--- src/logic/agcTypesPkg.sv ---
// AGC datapath types
package agcTypesPkg;

    // measured peak level and the loop setpoint share one scale.
    typedef logic [7:0] level_t;

    // lead gain shift, where 7 is a gain of one.
    typedef logic [4:0] shift_t;

    // integrator, limits and lead error.
    // Gain is fixed point with 28 fraction bits, so 32'h1000_0000 is unity.
    typedef logic [31:0] loopWord_t;

    // register byte address on the microprocessor bus.
    typedef logic [12:0] regAddr_t;

    // bus read and write data.
    typedef logic [31:0] busWord_t;

    // samples per level measurement block.
    typedef logic [7:0] blockLen_t;

endpackage

--- src/logic/agcRegMapPkg.sv ---
// AGC register map
package agcRegMapPkg;

    import agcTypesPkg::*;

    localparam regAddr_t ctrlAddr       = 13'h000; // setpoint, error controls and gain shifts.
    localparam regAddr_t upperAddr      = 13'h004; // upper integrator limit.
    localparam regAddr_t lowerAddr      = 13'h008; // lower integrator limit.
    localparam regAddr_t integratorAddr = 13'h00C; // live integrator, read only.
    localparam regAddr_t blockAddr      = 13'h010; // block length in the low byte.

    // Field positions inside the control register.
    localparam int setpointLsb = 0;
    localparam int invertBit   = 8;
    localparam int zeroBit     = 9;
    localparam int posGainLsb  = 16;
    localparam int negGainLsb  = 24;

    localparam busWord_t ctrlMask = 32'h1F1F_03FF; // bits that exist in the control register.

    // setpoint 0x40, both shifts 8, invert and zero clear.
    localparam busWord_t  ctrlReset       = 32'h0808_0040;
    localparam loopWord_t upperReset      = 32'h4000_0000;
    localparam loopWord_t lowerReset      = 32'h0100_0000;
    localparam loopWord_t integratorReset = 32'h1000_0000; // unity gain.
    localparam blockLen_t blockLenReset   = 8'd16;

endpackage

--- src/logic/agcCtrlIf.sv ---
// AGC loop control interface
`timescale 1ns/1ps

interface agcCtrlIf import agcTypesPkg::*; ();

    level_t    setpoint;
    logic      invertError;
    logic      zeroError;
    shift_t    posErrorGain;
    shift_t    negErrorGain;
    loopWord_t upperLimit;
    loopWord_t lowerLimit;
    loopWord_t integrator;  // runs back from the filter for readback.

    modport regs (
        output setpoint, invertError, zeroError, posErrorGain, negErrorGain,
        output upperLimit, lowerLimit,
        input  integrator
    );

    modport filter (
        input  setpoint, invertError, zeroError, posErrorGain, negErrorGain,
        input  upperLimit, lowerLimit,
        output integrator
    );

endinterface

--- src/logic/agcLoopRegs.sv ---
// AGC loop registers
`timescale 1ns/1ps

module agcLoopRegs import agcTypesPkg::*, agcRegMapPkg::*; (
    input  logic       clk,
    input  logic       reset,
    input  logic       cs,
    input  logic       wr0,
    input  logic       wr1,
    input  logic       wr2,
    input  logic       wr3,
    input  regAddr_t   addr,
    input  busWord_t   din,
    output busWord_t   dout,
    output blockLen_t  blockLen,
    agcCtrlIf.regs     ctrl
);

    busWord_t   ctrlReg;
    loopWord_t  upperReg;
    loopWord_t  lowerReg;
    blockLen_t  blockReg;
    logic [3:0] wrEn;

    // replaces the bytes selected by strobe and keeps the rest.
    function automatic busWord_t mergeBytes(input busWord_t current, input busWord_t data,
                                            input logic [3:0] strobe);
        busWord_t merged;
        merged = current;
        for (int i = 0; i < 4; i++) begin
            if (strobe[i]) begin
                merged[8*i +: 8] = data[8*i +: 8];
            end
        end
        return merged;
    endfunction

    assign wrEn = {wr3, wr2, wr1, wr0} & {4{cs}};

    always_ff @(posedge clk or posedge reset) begin
        if (reset) begin
            ctrlReg  <= ctrlReset;
            upperReg <= upperReset;
            lowerReg <= lowerReset;
            blockReg <= blockLenReset;
        end else begin
            case (addr)
                ctrlAddr:  ctrlReg  <= mergeBytes(ctrlReg, din, wrEn) & ctrlMask;
                upperAddr: upperReg <= mergeBytes(upperReg, din, wrEn);
                lowerAddr: lowerReg <= mergeBytes(lowerReg, din, wrEn);
                blockAddr: begin
                    if (wrEn[0]) begin
                        blockReg <= din[7:0]; // only the low byte is implemented.
                    end
                end
                default: ;
            endcase
        end
    end

    always_comb begin
        dout = '0;
        if (cs) begin
            case (addr)
                ctrlAddr:       dout = ctrlReg;
                upperAddr:      dout = upperReg;
                lowerAddr:      dout = lowerReg;
                integratorAddr: dout = ctrl.integrator;
                blockAddr:      dout = {24'b0, blockReg};
                default:        dout = '0;
            endcase
        end
    end

    assign ctrl.setpoint     = ctrlReg[setpointLsb +: $bits(level_t)];
    assign ctrl.invertError  = ctrlReg[invertBit];
    assign ctrl.zeroError    = ctrlReg[zeroBit];
    assign ctrl.posErrorGain = ctrlReg[posGainLsb +: $bits(shift_t)];
    assign ctrl.negErrorGain = ctrlReg[negGainLsb +: $bits(shift_t)];
    assign ctrl.upperLimit   = upperReg;
    assign ctrl.lowerLimit   = lowerReg;
    assign blockLen          = blockReg;

    idleBusReadsZero: assert property (@(posedge clk) disable iff (reset) !cs |-> dout == '0);

endmodule

--- src/logic/agcLevelDetector.sv ---
// AGC block peak detector
`timescale 1ns/1ps

module agcLevelDetector import agcTypesPkg::*; #(
    parameter int SampleWidth = 16
) (
    input  logic                          clk,
    input  logic                          reset,
    input  logic signed [SampleWidth-1:0] sample,
    input  logic                          sampleValid,
    input  blockLen_t                     blockLen,
    output level_t                        signalLevel,
    output logic                          levelValid
);

    logic [SampleWidth-1:0] magnitude;
    level_t                 sampleLevel;
    level_t                 peak;
    level_t                 blockPeak;
    blockLen_t              sampleCount; // valid samples already taken in this block.
    blockLen_t              effLen;
    logic                   blockEnd;

    always_comb begin
        magnitude = sample[SampleWidth-1] ? -sample : sample;
        if (magnitude[SampleWidth-1]) begin
            magnitude = {1'b0, {(SampleWidth-1){1'b1}}}; // the most negative sample clips.
        end
        sampleLevel = magnitude[SampleWidth-2 -: 8];
    end

    assign effLen    = (blockLen == '0) ? 8'd1 : blockLen; // zero length acts as one.
    assign blockPeak = (sampleLevel > peak) ? sampleLevel : peak;
    assign blockEnd  = sampleValid && (({1'b0, sampleCount} + 9'd1) >= {1'b0, effLen});

    always_ff @(posedge clk or posedge reset) begin
        if (reset) begin
            peak        <= '0;
            sampleCount <= '0;
            signalLevel <= '0;
            levelValid  <= 1'b0;
        end else begin
            levelValid <= blockEnd;
            if (blockEnd) begin
                signalLevel <= blockPeak;
                peak        <= '0;            // the next block starts from silence.
                sampleCount <= '0;
            end else if (sampleValid) begin
                peak        <= blockPeak;
                sampleCount <= sampleCount + 8'd1;
            end
        end
    end

    singleCycleStrobe: assert property (@(posedge clk) disable iff (reset)
        levelValid && (blockLen > 8'd1) |=> !levelValid);

endmodule

--- src/logic/agcLoopFilter.sv ---
// AGC loop filter
`timescale 1ns/1ps

module agcLoopFilter import agcTypesPkg::*, agcRegMapPkg::*; (
    input  logic      clk,
    input  logic      reset,
    input  logic      clkEn,
    input  level_t    signalLevel,
    agcCtrlIf.filter  ctrl,
    output loopWord_t loopOutput
);

    logic               enLead;     // loopError holds a fresh value.
    logic               enInteg;    // leadError holds a fresh value.
    logic signed [8:0]  fwdError;
    logic signed [8:0]  revError;
    logic signed [7:0]  loopError;
    shift_t             leadShift;
    logic signed [31:0] errorExt;
    logic signed [31:0] leadError;
    logic signed [32:0] sum;
    loopWord_t          integrator;

    // Each stage fires on its own delayed strobe so overlapping updates stay ordered.
    always_ff @(posedge clk or posedge reset) begin
        if (reset) begin
            enLead  <= 1'b0;
            enInteg <= 1'b0;
        end else begin
            enLead  <= clkEn;
            enInteg <= enLead;
        end
    end

    assign fwdError = $signed({1'b0, ctrl.setpoint}) - $signed({1'b0, signalLevel});
    assign revError = $signed({1'b0, signalLevel}) - $signed({1'b0, ctrl.setpoint});

    always_ff @(posedge clk) begin
        if (clkEn) begin
            if (ctrl.zeroError) begin
                loopError <= '0;
            end else if (ctrl.invertError) begin
                loopError <= revError[8:1];   // halved to fit eight bits.
            end else begin
                loopError <= fwdError[8:1];
            end
        end
    end

    assign leadShift = loopError[7] ? ctrl.negErrorGain : ctrl.posErrorGain;
    assign errorExt  = 32'(loopError);          // sign extended.

    always_ff @(posedge clk) begin
        if (enLead) begin
            if (leadShift >= 5'd7) begin
                leadError <= errorExt <<< (leadShift - 5'd7);
            end else begin
                leadError <= errorExt >>> (5'd7 - leadShift); // shifts below 7 attenuate.
            end
        end
    end

    assign sum = $signed({1'b0, integrator}) + $signed({leadError[31], leadError});

    always_ff @(posedge clk or posedge reset) begin
        if (reset) begin
            integrator <= integratorReset;
        end else if (enInteg) begin
            if (leadError[31] && sum[32]) begin
                integrator <= ctrl.lowerLimit;      // wrapped below zero.
            end else if (!leadError[31] && sum[32]) begin
                integrator <= ctrl.upperLimit;      // carried past the top.
            end else if (sum[31:0] >= ctrl.upperLimit) begin
                integrator <= ctrl.upperLimit;
            end else if (sum[31:0] <= ctrl.lowerLimit) begin
                integrator <= ctrl.lowerLimit;
            end else begin
                integrator <= sum[31:0];
            end
        end
    end

    assign loopOutput      = integrator;
    assign ctrl.integrator = integrator;

    integratorInLimits: assert property (@(posedge clk) disable iff (reset)
        enInteg && (ctrl.lowerLimit < ctrl.upperLimit) |=>
        (integrator >= $past(ctrl.lowerLimit)) && (integrator <= $past(ctrl.upperLimit)));

endmodule

--- src/logic/agcGainStage.sv ---
// AGC gain stage
`timescale 1ns/1ps

module agcGainStage import agcTypesPkg::*; #(
    parameter int SampleWidth = 16
) (
    input  logic                          clk,
    input  logic                          reset,
    input  logic signed [SampleWidth-1:0] sampleIn,
    input  logic                          sampleValid,
    input  loopWord_t                     gain,
    output logic signed [SampleWidth-1:0] gainedOut,
    output logic                          outValid
);

    localparam int ProdWidth   = SampleWidth + 17;
    localparam int ScaledWidth = ProdWidth - 12;
    localparam logic signed [SampleWidth-1:0] MaxSample = {1'b0, {(SampleWidth-1){1'b1}}};
    localparam logic signed [SampleWidth-1:0] MinSample = {1'b1, {(SampleWidth-1){1'b0}}};

    logic signed [ProdWidth-1:0]   product;
    logic signed [ScaledWidth-1:0] scaled;
    logic signed [SampleWidth-1:0] saturated;

    // gain bits 31..16 are an unsigned multiplier where 4096 is unity.
    assign product = sampleIn * $signed({1'b0, gain[31:16]});
    assign scaled  = product[ProdWidth-1:12]; // dropping bits floors toward minus infinity.

    always_comb begin
        if (scaled > MaxSample) begin
            saturated = MaxSample;
        end else if (scaled < MinSample) begin
            saturated = MinSample;
        end else begin
            saturated = scaled[SampleWidth-1:0];
        end
    end

    always_ff @(posedge clk or posedge reset) begin
        if (reset) begin
            outValid <= 1'b0;
        end else begin
            outValid <= sampleValid;
        end
    end

    always_ff @(posedge clk) begin
        if (sampleValid) begin
            gainedOut <= saturated;
        end
    end

    validFollowsInput: assert property (@(posedge clk) disable iff (reset)
        1'b1 |=> outValid == $past(sampleValid));

endmodule

--- src/logic/agcTop.sv ---
// AGC subsystem top
`timescale 1ns/1ps

module agcTop import agcTypesPkg::*; #(
    parameter int SampleWidth = 16
) (
    input  logic                          clk,
    input  logic                          reset,
    input  logic                          cs,
    input  logic                          wr0,
    input  logic                          wr1,
    input  logic                          wr2,
    input  logic                          wr3,
    input  regAddr_t                      addr,
    input  busWord_t                      din,
    output busWord_t                      dout,
    input  logic signed [SampleWidth-1:0] sampleIn,
    input  logic                          sampleValid,
    output logic signed [SampleWidth-1:0] gainedOut,
    output logic                          outValid,
    output level_t                        signalLevel,
    output logic                          levelValid,
    output loopWord_t                     gainOut
);

    blockLen_t blockLen;

    agcCtrlIf ctrlBus ();

    agcLoopRegs loopRegs (
        .clk(clk), .reset(reset), .cs(cs),
        .wr0(wr0), .wr1(wr1), .wr2(wr2), .wr3(wr3),
        .addr(addr), .din(din), .dout(dout),
        .blockLen(blockLen),
        .ctrl(ctrlBus.regs)
    );

    agcGainStage #(.SampleWidth(SampleWidth)) gainStage (
        .clk(clk), .reset(reset),
        .sampleIn(sampleIn), .sampleValid(sampleValid),
        .gain(gainOut),                     // closes the loop back to the datapath.
        .gainedOut(gainedOut), .outValid(outValid)
    );

    agcLevelDetector #(.SampleWidth(SampleWidth)) levelDetector (
        .clk(clk), .reset(reset),
        .sample(gainedOut), .sampleValid(outValid),
        .blockLen(blockLen),
        .signalLevel(signalLevel), .levelValid(levelValid)
    );

    agcLoopFilter loopFilter (
        .clk(clk), .reset(reset),
        .clkEn(levelValid),                 // one update per measured block.
        .signalLevel(signalLevel),
        .ctrl(ctrlBus.filter),
        .loopOutput(gainOut)
    );

endmodule

--- config.mk ---
export PLATFORM = sky130hd
export DESIGN_NAME = agcTop
export DESIGN_NICKNAME = d
export VERILOG_FILES = /design/src/logic/agcTypesPkg.sv /design/src/logic/agcRegMapPkg.sv /design/src/logic/agcCtrlIf.sv /design/src/logic/agcLoopRegs.sv /design/src/logic/agcLevelDetector.sv /design/src/logic/agcLoopFilter.sv /design/src/logic/agcGainStage.sv /design/src/logic/agcTop.sv
export SDC_FILE = /design/constraint.sdc
export NUM_CORES = 1
export LEC_CHECK = 0
export BUFFER_PORTS_ARGS = -buffer_cell sky130_fd_sc_hd__buf_2
export CAP_MARGIN = 20
export CORE_MARGIN = 4
export CORE_UTILIZATION = 25
export DETAILED_ROUTE_END_ITERATION = 7
export PLACE_DENSITY = 0.38
export SYNTH_ARGS = -nofsm -noshare
export SYNTH_HDL_FRONTEND = slang
export SYNTH_HIERARCHICAL = 1
export SYNTH_SLANG_ARGS = --single-unit
export TNS_END_PERCENT = 30
--- constraint.sdc ---
create_clock -name clk -period 11 [get_ports clk]
set_clock_uncertainty 0.1 [all_clocks]
set_input_delay 0 -clock clk [delete_from_list [all_inputs] [get_ports clk]]
set_output_delay 0 -clock clk [all_outputs]
set_load 0.05 [all_outputs]
-- Word-level counts from Yosys, hierarchy flattened
Cells that the tools add are included.
- $add $sub $neg: 8
- multiply operators: 1
- divide/modulo/power cells: 0
- magnitude comparators: 7
- eq/ne operators: 4
- shift-type cells: 2
- multiplexer cells: 18
- bitwise gates (word level): 1
- reductions and logical operators: 20
- operators by type and width (kind ; number):
    $mux 32 ; 6
    $pmux 32 s5 ; 1
    $mux 8 ; 7
    $add 33x32->33 ; 1
    $mul 16x17->33 ; 1
    $ge 32x32->1 ; 1
    $le 32x32->1 ; 1
    $mux 16 ; 2
    $sshl 8x5->32 ; 1
    $sshr 8x5->32 ; 1
    $eq 13x4->1 const B ; 2
    $reduce_and 2->1 ; 13
    $gt 21x16->1 const B ; 1
    $lt 21x16->1 const B ; 1
    $sub 8x8->9 ; 2
    $neg 16->16 ; 1
    $mux 15 ; 1
    $eq 13x3->1 const B ; 1
    $eq 13x5->1 const B ; 1
    $logic_not 13->1 ; 1
    $add 8x1->9 const B ; 1
    $ge 9x8->1 ; 1
    $add 8x1->8 const B ; 1
    $gt 8x8->1 ; 1
    other kinds (9) ; 11
- register bits after elaboration: 208
- latch bits: 0
- RAM bits: 0
- ROM bits: 0
- input port bits: 69
- memories kept: 0

-- Logic depth before layout (Yosys ltp)
Gate-level depths: netlist of the first run.
- depth after elaboration: 7
- gate-level depth with buffers: 27
- gate-level depth less buffers: 23

-- Cells and area by module
Netlist of the first run, hierarchy kept.
- modules (own cells, without submodules) (module ; times used ; cells each ; area an instance (µm²) ; sequential area each (µm²)):
    agcGainStage ; 1 ; 1038 ; 9305.2 ; 505.5
    agcLoopFilter ; 1 ; 1077 ; 8924.8 ; 2053.2
    agcLoopRegs ; 1 ; 345 ; 4735.8 ; 2309.7
    agcLevelDetector ; 1 ; 205 ; 1869.3 ; 625.6

-- Worst setup path after synthesis of the first run
No wires, ideal clock.
- path type: reg-to-reg
- from: reg loopFilter.integrator[28], in the netlist loopFilter/ctrl.integrator[28]
- to: reg gainStage.gainedOut[0], data pin
- library setup time: 254 ps
- arrival: 6591 ps
- required time: 10646 ps
- setup slack: 4055 ps
- cell stages (with the launch flop): 24
- path buffers: 3
- cell sequence: dfstp_2 > buf_4 > clkbuf_1 > nand2_1 > fa_1 > fa_1 > fa_1 > inv_1 > fa_1 > fa_1 > inv_1 > fa_1 > inv_1 > ha_1 > a21oi_1 > o21ai_0 > a211oi_1 > o21ai_2 > a31oi_4 > o21ai_0 > xnor2_1 > a41oi_2 > buf_4 > a21o_1
- cells in the longest elaborated chain, start to end: 3
- elaborated cells on any way between the ends: 4
- those cells by class: mul: 1; order compare: 2; mux: 1
- ends and longest elaborated chain (element ; line ; source):
    start, declared ; agcLoopFilter.sv:22 ; loopWord_t integrator;
    start signal, assigned ; agcLoopFilter.sv:67 ; integrator <= integratorReset;
    start signal, assigned ; agcLoopFilter.sv:70 ; integrator <= ctrl.lowerLimit;
    start signal, assigned ; agcLoopFilter.sv:72 ; integrator <= ctrl.upperLimit;
    $mul 16x17->33 * ; agcGainStage.sv:26 ; assign product = sampleIn * $signed({1'b0, gain[31:16]});
    $lt 21x16->1 ; agcGainStage.sv:32 ; end else if (scaled < MinSample) begin
    $mux 16 ; agcGainStage.sv:32 ;
    end signal, assigned ; agcGainStage.sv:49 ; gainedOut <= saturated;
    end, declared ; agcGainStage.sv:12 ; output logic signed [SampleWidth-1:0] gainedOut,
Mark *: on every way between the ends. The rest lies on a longest branch, timed or not.
A chain may end at the register's enable or synchronous reset.

-- Worst setup path in the final report of the first run
- from: reg loopFilter.integrator[20], in the netlist loopFilter/ctrl.integrator[20]
- to: reg gainStage.gainedOut[13], data pin
Same word-level chain as after synthesis.

==> results by group, run 1 <==
STA
  – Slew Limit Fails: 0
  – Post-route minimum period: a little under 8000 ps
  – Endpoints failing hold: 8
  – Setup TNS: 0 ps
  – Headroom to the max-slew limit: 24.74%
  – Worst slew pin tran: around 1100 ps
  – F_max: about 130 MHz
  – Tcrit/Tclk final: 72.23%
  – Worst hold slack: -14.17 ps
  – RSZ-0062 raised after global routing: false
  – Final setup viols: 0

Die
  – Initial Util: 25.23%
  – Die X: approximately 320 um
  – Number of top-level pins: ~160
  – Core area: approximately 100000 um^2
  – Die ar.: about 100000 um^2
  – Row count: about 120
  – Die Height: between 300 and 400 um

Synthesis
  – EDFF count, synth: 56
  – Mapped Nets: between 3000 and 4000
  – Synth Register Bits: 208
  – Syn avg cell area: 9.319 um^2
  – Synthesized instance count: 2665
  – Synth area leaders: fa_1, dfrtp_1, ha_1, edfxtp_1, mux2_2
  – Synth unique cells: 104
  – Ys async rst share: between 70% and 80%
  – Main flop type after synthesis: dfrtp_1
  – Mapped cell area: between 20000 and 25000 um^2
  – Seq/Total Area, Yosys: 22.12%
  – Area share of the largest cell type after synthesis: between 10% and 20%
  – Biggest area consumer among synthesized cells: fa_1
  – Synth warn: 6

Detailed routing
  – DR vias: slightly above 20000
  – DRC marker count from the first detailed-route iteration: ~1400
  – Final ANT Viol Nets: 0
  – DRC Markers: 0
  – First-pass DRT Iterations: 5
  – Mean routed wirelength per cell: ~22 um
  – DRT Wirelength: around 89 mm
  – Via-to-Cell Ratio: 4.983

Run status
  – Failing checks: hold timing
  – Outcome: complete, but fails checks

Setup path
  – Critical path startpoint category: flip-flop
  – CP required: roughly 11000 ps
  – Delay-heaviest family, CP: adder cells
  – Largest stage delay, worst path: between 700 and 800 ps
  – Crit Path Category: reg -> reg
  – CP cell instances: and2_1, fa_1, inv_1, fa_1, fa_1, fa_1, inv_1, fa_1, inv_1, fa_1, inv_1, ha_1, a21oi_1, o21ai_0, a211oi_1, o21ai_2, a31oi_4, o221ai_2, xor2_1, nand2_1, o41ai_4, a21o_1
  – Most used cell, CP: fa_1
  – Slowest cell on the critical path: dfrtp_1
  – CP arrival: between 8000 and 9000 ps
  – CP max FO: 20
  – CP endpoint kind: flip-flop
  – Buf/Inv on CP: 4

GRT
  – First-pass GRT wire length: around 130 mm
  – Pin count of the biggest net entering global routing: a little over 50
  – Final global-route overflow total: 0
  – Aggregate global-route resource usage: around 17%
  – Vias in the first global route: 21060
  – Antenna violations before repair: 7

Cells and area
  – Area of the multi-input gates: around 17000 um^2
  – # nets final: 3300
  – Fillers: roughly 10000
  – Area Growth Syn to Fin: 13.73%
  – Register area: roughly 5500 um^2
  – Share of cells above drive strength 1: between 10% and 20%

Clocking
  – Clock sinks: between 200 and 250
  – # Post-CTS Setup Buffers: 0
  – Clock Latency Late Sink: about 600 ps
  – Clock root cell: clkbuf_16
  – Max clock buf depth: 3
  – Post_cts resized: 0
  – CTS tree: yes
  – Worst-path clk slew: 60 ps
  – Cts bufs inserted: 29
  – Post-cts hold buffer count: 42
  – H-tree lvl count: 1

Placement
  – Placer congestion estimate: 0.8751
  – DP HPWL: 69.52 mm
  – # port buffers: roughly 160

Worst hold path
  – HP Class: in -> async

Job
  – Max-Cap Viols: 0
## sequential cells by signal, indices dropped and copies added (netlist names)
signal,cells
loopFilter/leadError,32
gainStage/outValid,1
loopFilter/ctrl.integrator,32
loopRegs/ctrlReg,20
levelDetector/levelValid,1
loopFilter/loopError,8
gainStage/gainedOut,16
loopRegs/ctrl.lowerLimit,32
levelDetector/peak,8
loopRegs/ctrl.upperLimit,32
levelDetector/sampleCount,8
loopFilter/enInteg,1
loopFilter/enLead,1
levelDetector/signalLevel,8
loopRegs/blockLen,8
## path summary, 6_finish.rpt
path | cells after the start | to | startpoint | slack (ps)
min | 3 | levelDetector/signalLevel[6]$_DFFE_PP0P_ | reset | -10
min in group clk | 3 | loopRegs/ctrl.lowerLimit[12]$_DFFE_PP0P_ | din[12] | 80
min reg2reg | 1 | levelDetector/peak[1]$_DFFE_PP0P_ | levelDetector/peak[1]$_DFFE_PP0P_ | 430
max in group asynchronous | 4 | loopRegs/ctrl.lowerLimit[14]$_DFFE_PP0P_ | reset | 9620
max reg2reg | 22 | gainStage/gainedOut[13]$_SDFFCE_PN1P_ | loopFilter/ctrl.integrator[20]$_DFFE_PP0P_ | 3050
max | 22 | gainStage/gainedOut[13]$_SDFFCE_PN1P_ | loopFilter/ctrl.integrator[20]$_DFFE_PP0P_ | 3050
## kinds of logic (layout without fill, tap and decap cells)
| group | Yosys count | in the layout | synth area share, % |
|---|---|---|---|
| AND/OR/NAND/NOR | 753 | 753 | 15.78 |
| buffers and inverters | 506 | 651 | 8.635 |
| AO/OA/AOI/OAI | 503 | 503 | 14.11 |
| adder cells (fa/ha/maj) | 444 | 444 | 28.29 |
| flip-flops | 208 | 208 | 22.12 |
| multiplexers | 186 | 186 | 8.731 |
| XOR/XNOR | 65 | 65 | 2.323 |
| other | 0 | 3 | 0 |
## per-layer routing
layer / up-vias / global-route usage (%) / wire length, um
li1: 9404 / - / -
met5: - / 0 / 13
met1: 10430 / 23.66 / 42100
met4: 2 / 4.248 / 2395
met3: 98 / 2.528 / 4690
met2: 495 / 27.15 / 40070
## cells in the mapped netlist, drive strengths merged (20+ instances only)
master	n
mux2	125
edfxtp	56
nor2	130
a221o	26
nor3	45
inv	366
dfrtp	145
fa	196
xor2	25
a22o	20
a21oi	111
a31oi	28
a21o	33
clkbuf	65
ha	248
o21ai	119
a22oi	25
xnor2	40
and2	126
and3	37
mux2i	49
nand2b	20
nand4	38
buf	75
nand3	34
nand2	255
## cell type report
type	count	share of cell area (%)
clock inverters	10	0.5449
multi-input cells	1951	61.00
repair buffers	231	5.227
diodes	3	0.02658
clock buffers	44	3.172
inverters	366	4.873
well taps	1287	5.701
flip-flops and latches	208	19.45
## layout by cell type (no fill, tap or decap), drive strengths merged, types with 119 or more instances in the layout
cell and instances:
and2 126, buf 189, dfrtp 145, fa 196, ha 248, inv 366, mux2 125, nand2 255
nor2 130, o21ai 119
## per-stage QoR
step	utilization (%)	cells	setup WS, ps	hold WS [ps]	cell area (um^2)
after detailed placement	27.14	3998	3130	-137.0	26710
after floorplan	-	2665	4055	-371.3	24840
final	28.70	4100	3054	-14.17	28240
after global routing	28.69	4098	2705	10.14	28240
after CTS	28.63	4094	3047	25.31	28180
after global placement	27.14	3998	3330	-138.2	26710
## worst reg2reg max path, delay by kind of cell, from the launching register on
family | cells | cell delay (ps)
AO/OA/AOI/OAI | 8 | 2470
buffers and inverters | 4 | 220
adder cells (fa/ha/maj) | 7 | 3470
AND/OR/NAND/NOR | 2 | 490
XOR/XNOR | 1 | 240
flip-flops | 1 | 790
Power of run 1 is left out: the tool's default activity adds up to more than one toggle a clock period on the data nets, which glitch-free logic cannot reach.
==> run 2, diff against run 1 <==
==> constraint.sdc (replaced) <==
create_clock -name clk -period 7.9 [get_ports clk]
set_clock_uncertainty 0.1 [all_clocks]
set_input_delay 0 -clock clk [delete_from_list [all_inputs] [get_ports clk]]
set_output_delay 0 -clock clk [all_outputs]
set_load 0.05 [all_outputs]
==> run 2 against run 1 <==
  * The flow now finishes without violations
  * Global-route usage grew 0.099 points
  * Count of clock-buffer cells in the layout down 1
  * Register-to-register slack lost 2600 ps
  * Wire length shrank 0.11%
  * Die area stayed put
  * Via count about the same
  * Sequential cell count unchanged
  * Sequential share of layout area hardly changed
  * Setup slack got worse by 2600 ps
  * Critical endpoint unchanged
==> results by group, run 2 (synthesized netlist as in run 1, its figures left out) <==
STA
  – Headroom to the max-slew limit: between 20% and 30%
  – Tcrit/Tclk final: 94.09%
  – RSZ-0062 raised after global routing: false
  – Slew Limit Fails: 0
  – Post-route minimum period: about 7400 ps
  – Worst slew pin tran: roughly 1200 ps
  – Endpoints failing hold: 0
  – Setup TNS: 0 ps
  – F_max: approximately 130 MHz
  – Final setup viols: 0

Clocking
  – Worst-path clk slew: roughly 60 ps
  – Cts bufs inserted: 28
  – Clock Latency Late Sink: approximately 600 ps
  – Post_cts resized: 0
  – Clock root cell: clkbuf_16
  – Clock sinks: between 200 and 250
  – H-tree lvl count: 1
  – CTS tree: yes
  – Max clock buf depth: 3

GRT
  – Aggregate global-route resource usage: 16.93%
  – Antenna violations before repair: 7
  – Vias in the first global route: 21270
  – Pin count of the biggest net entering global routing: 55
  – Final global-route overflow total: 0
  – First-pass GRT wire length: between 100 and 150 mm

Setup path
  – CP endpoint kind: flip-flop
  – CP required: roughly 8100 ps
  – CP arrival: around 7700 ps
  – CP max FO: 15
  – CP cell instances: and2_1, fa_1, inv_1, fa_1, fa_1, fa_1, inv_1, fa_1, inv_1, fa_1, inv_1, ha_1, a21oi_1, o21ai_0, a211oi_1, o21ai_2, a31oi_4, o21ai_0, xnor2_1, a41oi_2, a21o_1
  – Delay-heaviest family, CP: adder cells
  – Critical path startpoint category: flip-flop
  – Largest stage delay, worst path: ~600 ps
  – Most used cell, CP: fa_1
  – Buf/Inv on CP: 4
  – Crit Path Category: reg -> reg
  – Slowest cell on the critical path: dfrtp_1

Cells and area
  – Final instance area: 28300 um^2
  – Share of cells above drive strength 1: ~16%
  – Most frequent cells in the layout: inv_1, nand2_1, ha_1, fa_1, buf_2
  – Register area: about 5500 um^2
  – Area of the multi-input gates: between 15000 and 20000 um^2
  – Commonest non-fill, non-tap cell in the layout: inv_1
  – Fillers: roughly 10000
  – Area Growth Syn to Fin: 13.97%
  – # nets final: ~3300

Die
  – Row count: around 120
  – Initial Util: approximately 25%
  – Die X: around 320 um
  – Die ar.: 104400 um^2
  – Number of top-level pins: 159
  – Die Height: around 320 um
  – Core area: slightly below 100000 um^2

Placement
  – DP HPWL: a little over 70 mm
  – Area after DPL: between 20000 and 30000 um^2
  – Placer congestion estimate: 0.8868
  – # port buffers: 158

Detailed routing
  – First-pass DRT Iterations: 8
  – DRC Markers: 0
  – DRC marker count from the first detailed-route iteration: 1358
  – DR vias: 20450
  – Mean routed wirelength per cell: 21.65 um
  – Final ANT Viol Nets: 0
  – DRT Wirelength: roughly 89 mm
  – Via-to-Cell Ratio: approximately 5.0

Run status
  – Outcome: complete, no violations

Job
  – Max-Cap Viols: 0

Worst hold path
  – HP Class: in -> reg
run 2: what timing repair did:
item                                   CTS  global route
hold buffers                            42             1
setup endpoints to repair                0            10
buffers inserted                         0             1
endpoints found under the hold margin  222             5
run 2: path summary, 6_finish.rpt:
check	start	to	slack (ps)	cells after the start
min in group asynchronous	reset	levelDetector/peak[6]$_DFFE_PP0P_	460	4
min reg2reg	loopRegs/ctrl.lowerLimit[9]$_DFFE_PP0P_	loopRegs/ctrl.lowerLimit[9]$_DFFE_PP0P_	430	1
max	loopFilter/ctrl.integrator[23]$_DFFE_PP0P_	gainStage/gainedOut[13]$_SDFFCE_PN1P_	470	21
max reg2reg	loopFilter/ctrl.integrator[23]$_DFFE_PP0P_	gainStage/gainedOut[13]$_SDFFCE_PN1P_	470	21
max in group asynchronous	reset	loopRegs/ctrl.lowerLimit[29]$_DFFE_PP0P_	5970	5
min	wr3	loopRegs/ctrlReg[24]$_DFFE_PP0P_	90	3
run 2: worst register-to-register path, delay by kind of cell, from the launching register on:
kind                     cells  cell delay [ps]
AND/OR/NAND/NOR              1              270
flip-flops                   1              600
AO/OA/AOI/OAI                8             2160
buffers and inverters        4              240
XOR/XNOR                     1              360
adder cells (fa/ha/maj)      7             3480
run 2: layout make-up:
type                            instances  share of cell area, %
Clock buffer                           43                  3.006
Inverter                              366                  4.863
Tap cell                             1287                  5.689
Multi-Input combinational cell       1951                  60.87
Antenna cell                            3                0.02652
Sequential cell                       208                  19.41
Timing Repair Buffer                  251                  5.870
Clock inverter                          9                 0.2608
run 2: per-stage QoR:
step	setup WS (ps)	cells	utilization (%)	hold WS (ps)
2_1_floorplan	955.2	2665	-	-371.3
3_3_place_gp	546.7	4017	27.31	-168.7
3_5_place_dp	450.1	4017	27.31	-160.6
4_1_cts	398.4	4111	28.68	48.39
5_1_grt	1.527	4115	28.75	76.40
6_report	467.2	4118	28.76	86.34
run 2: routing by layer:
metal / routed length (um) / track usage [%] / vias to the layer above
met5: 7 / 0 / -
met4: 2220 / 4.089 / 2
met3: 4937 / 2.684 / 101
met2: 39860 / 27.12 / 562
met1: 42140 / 23.95 / 10330
li1: - / - / 9452
Power of run 2 is left out for the same reason.
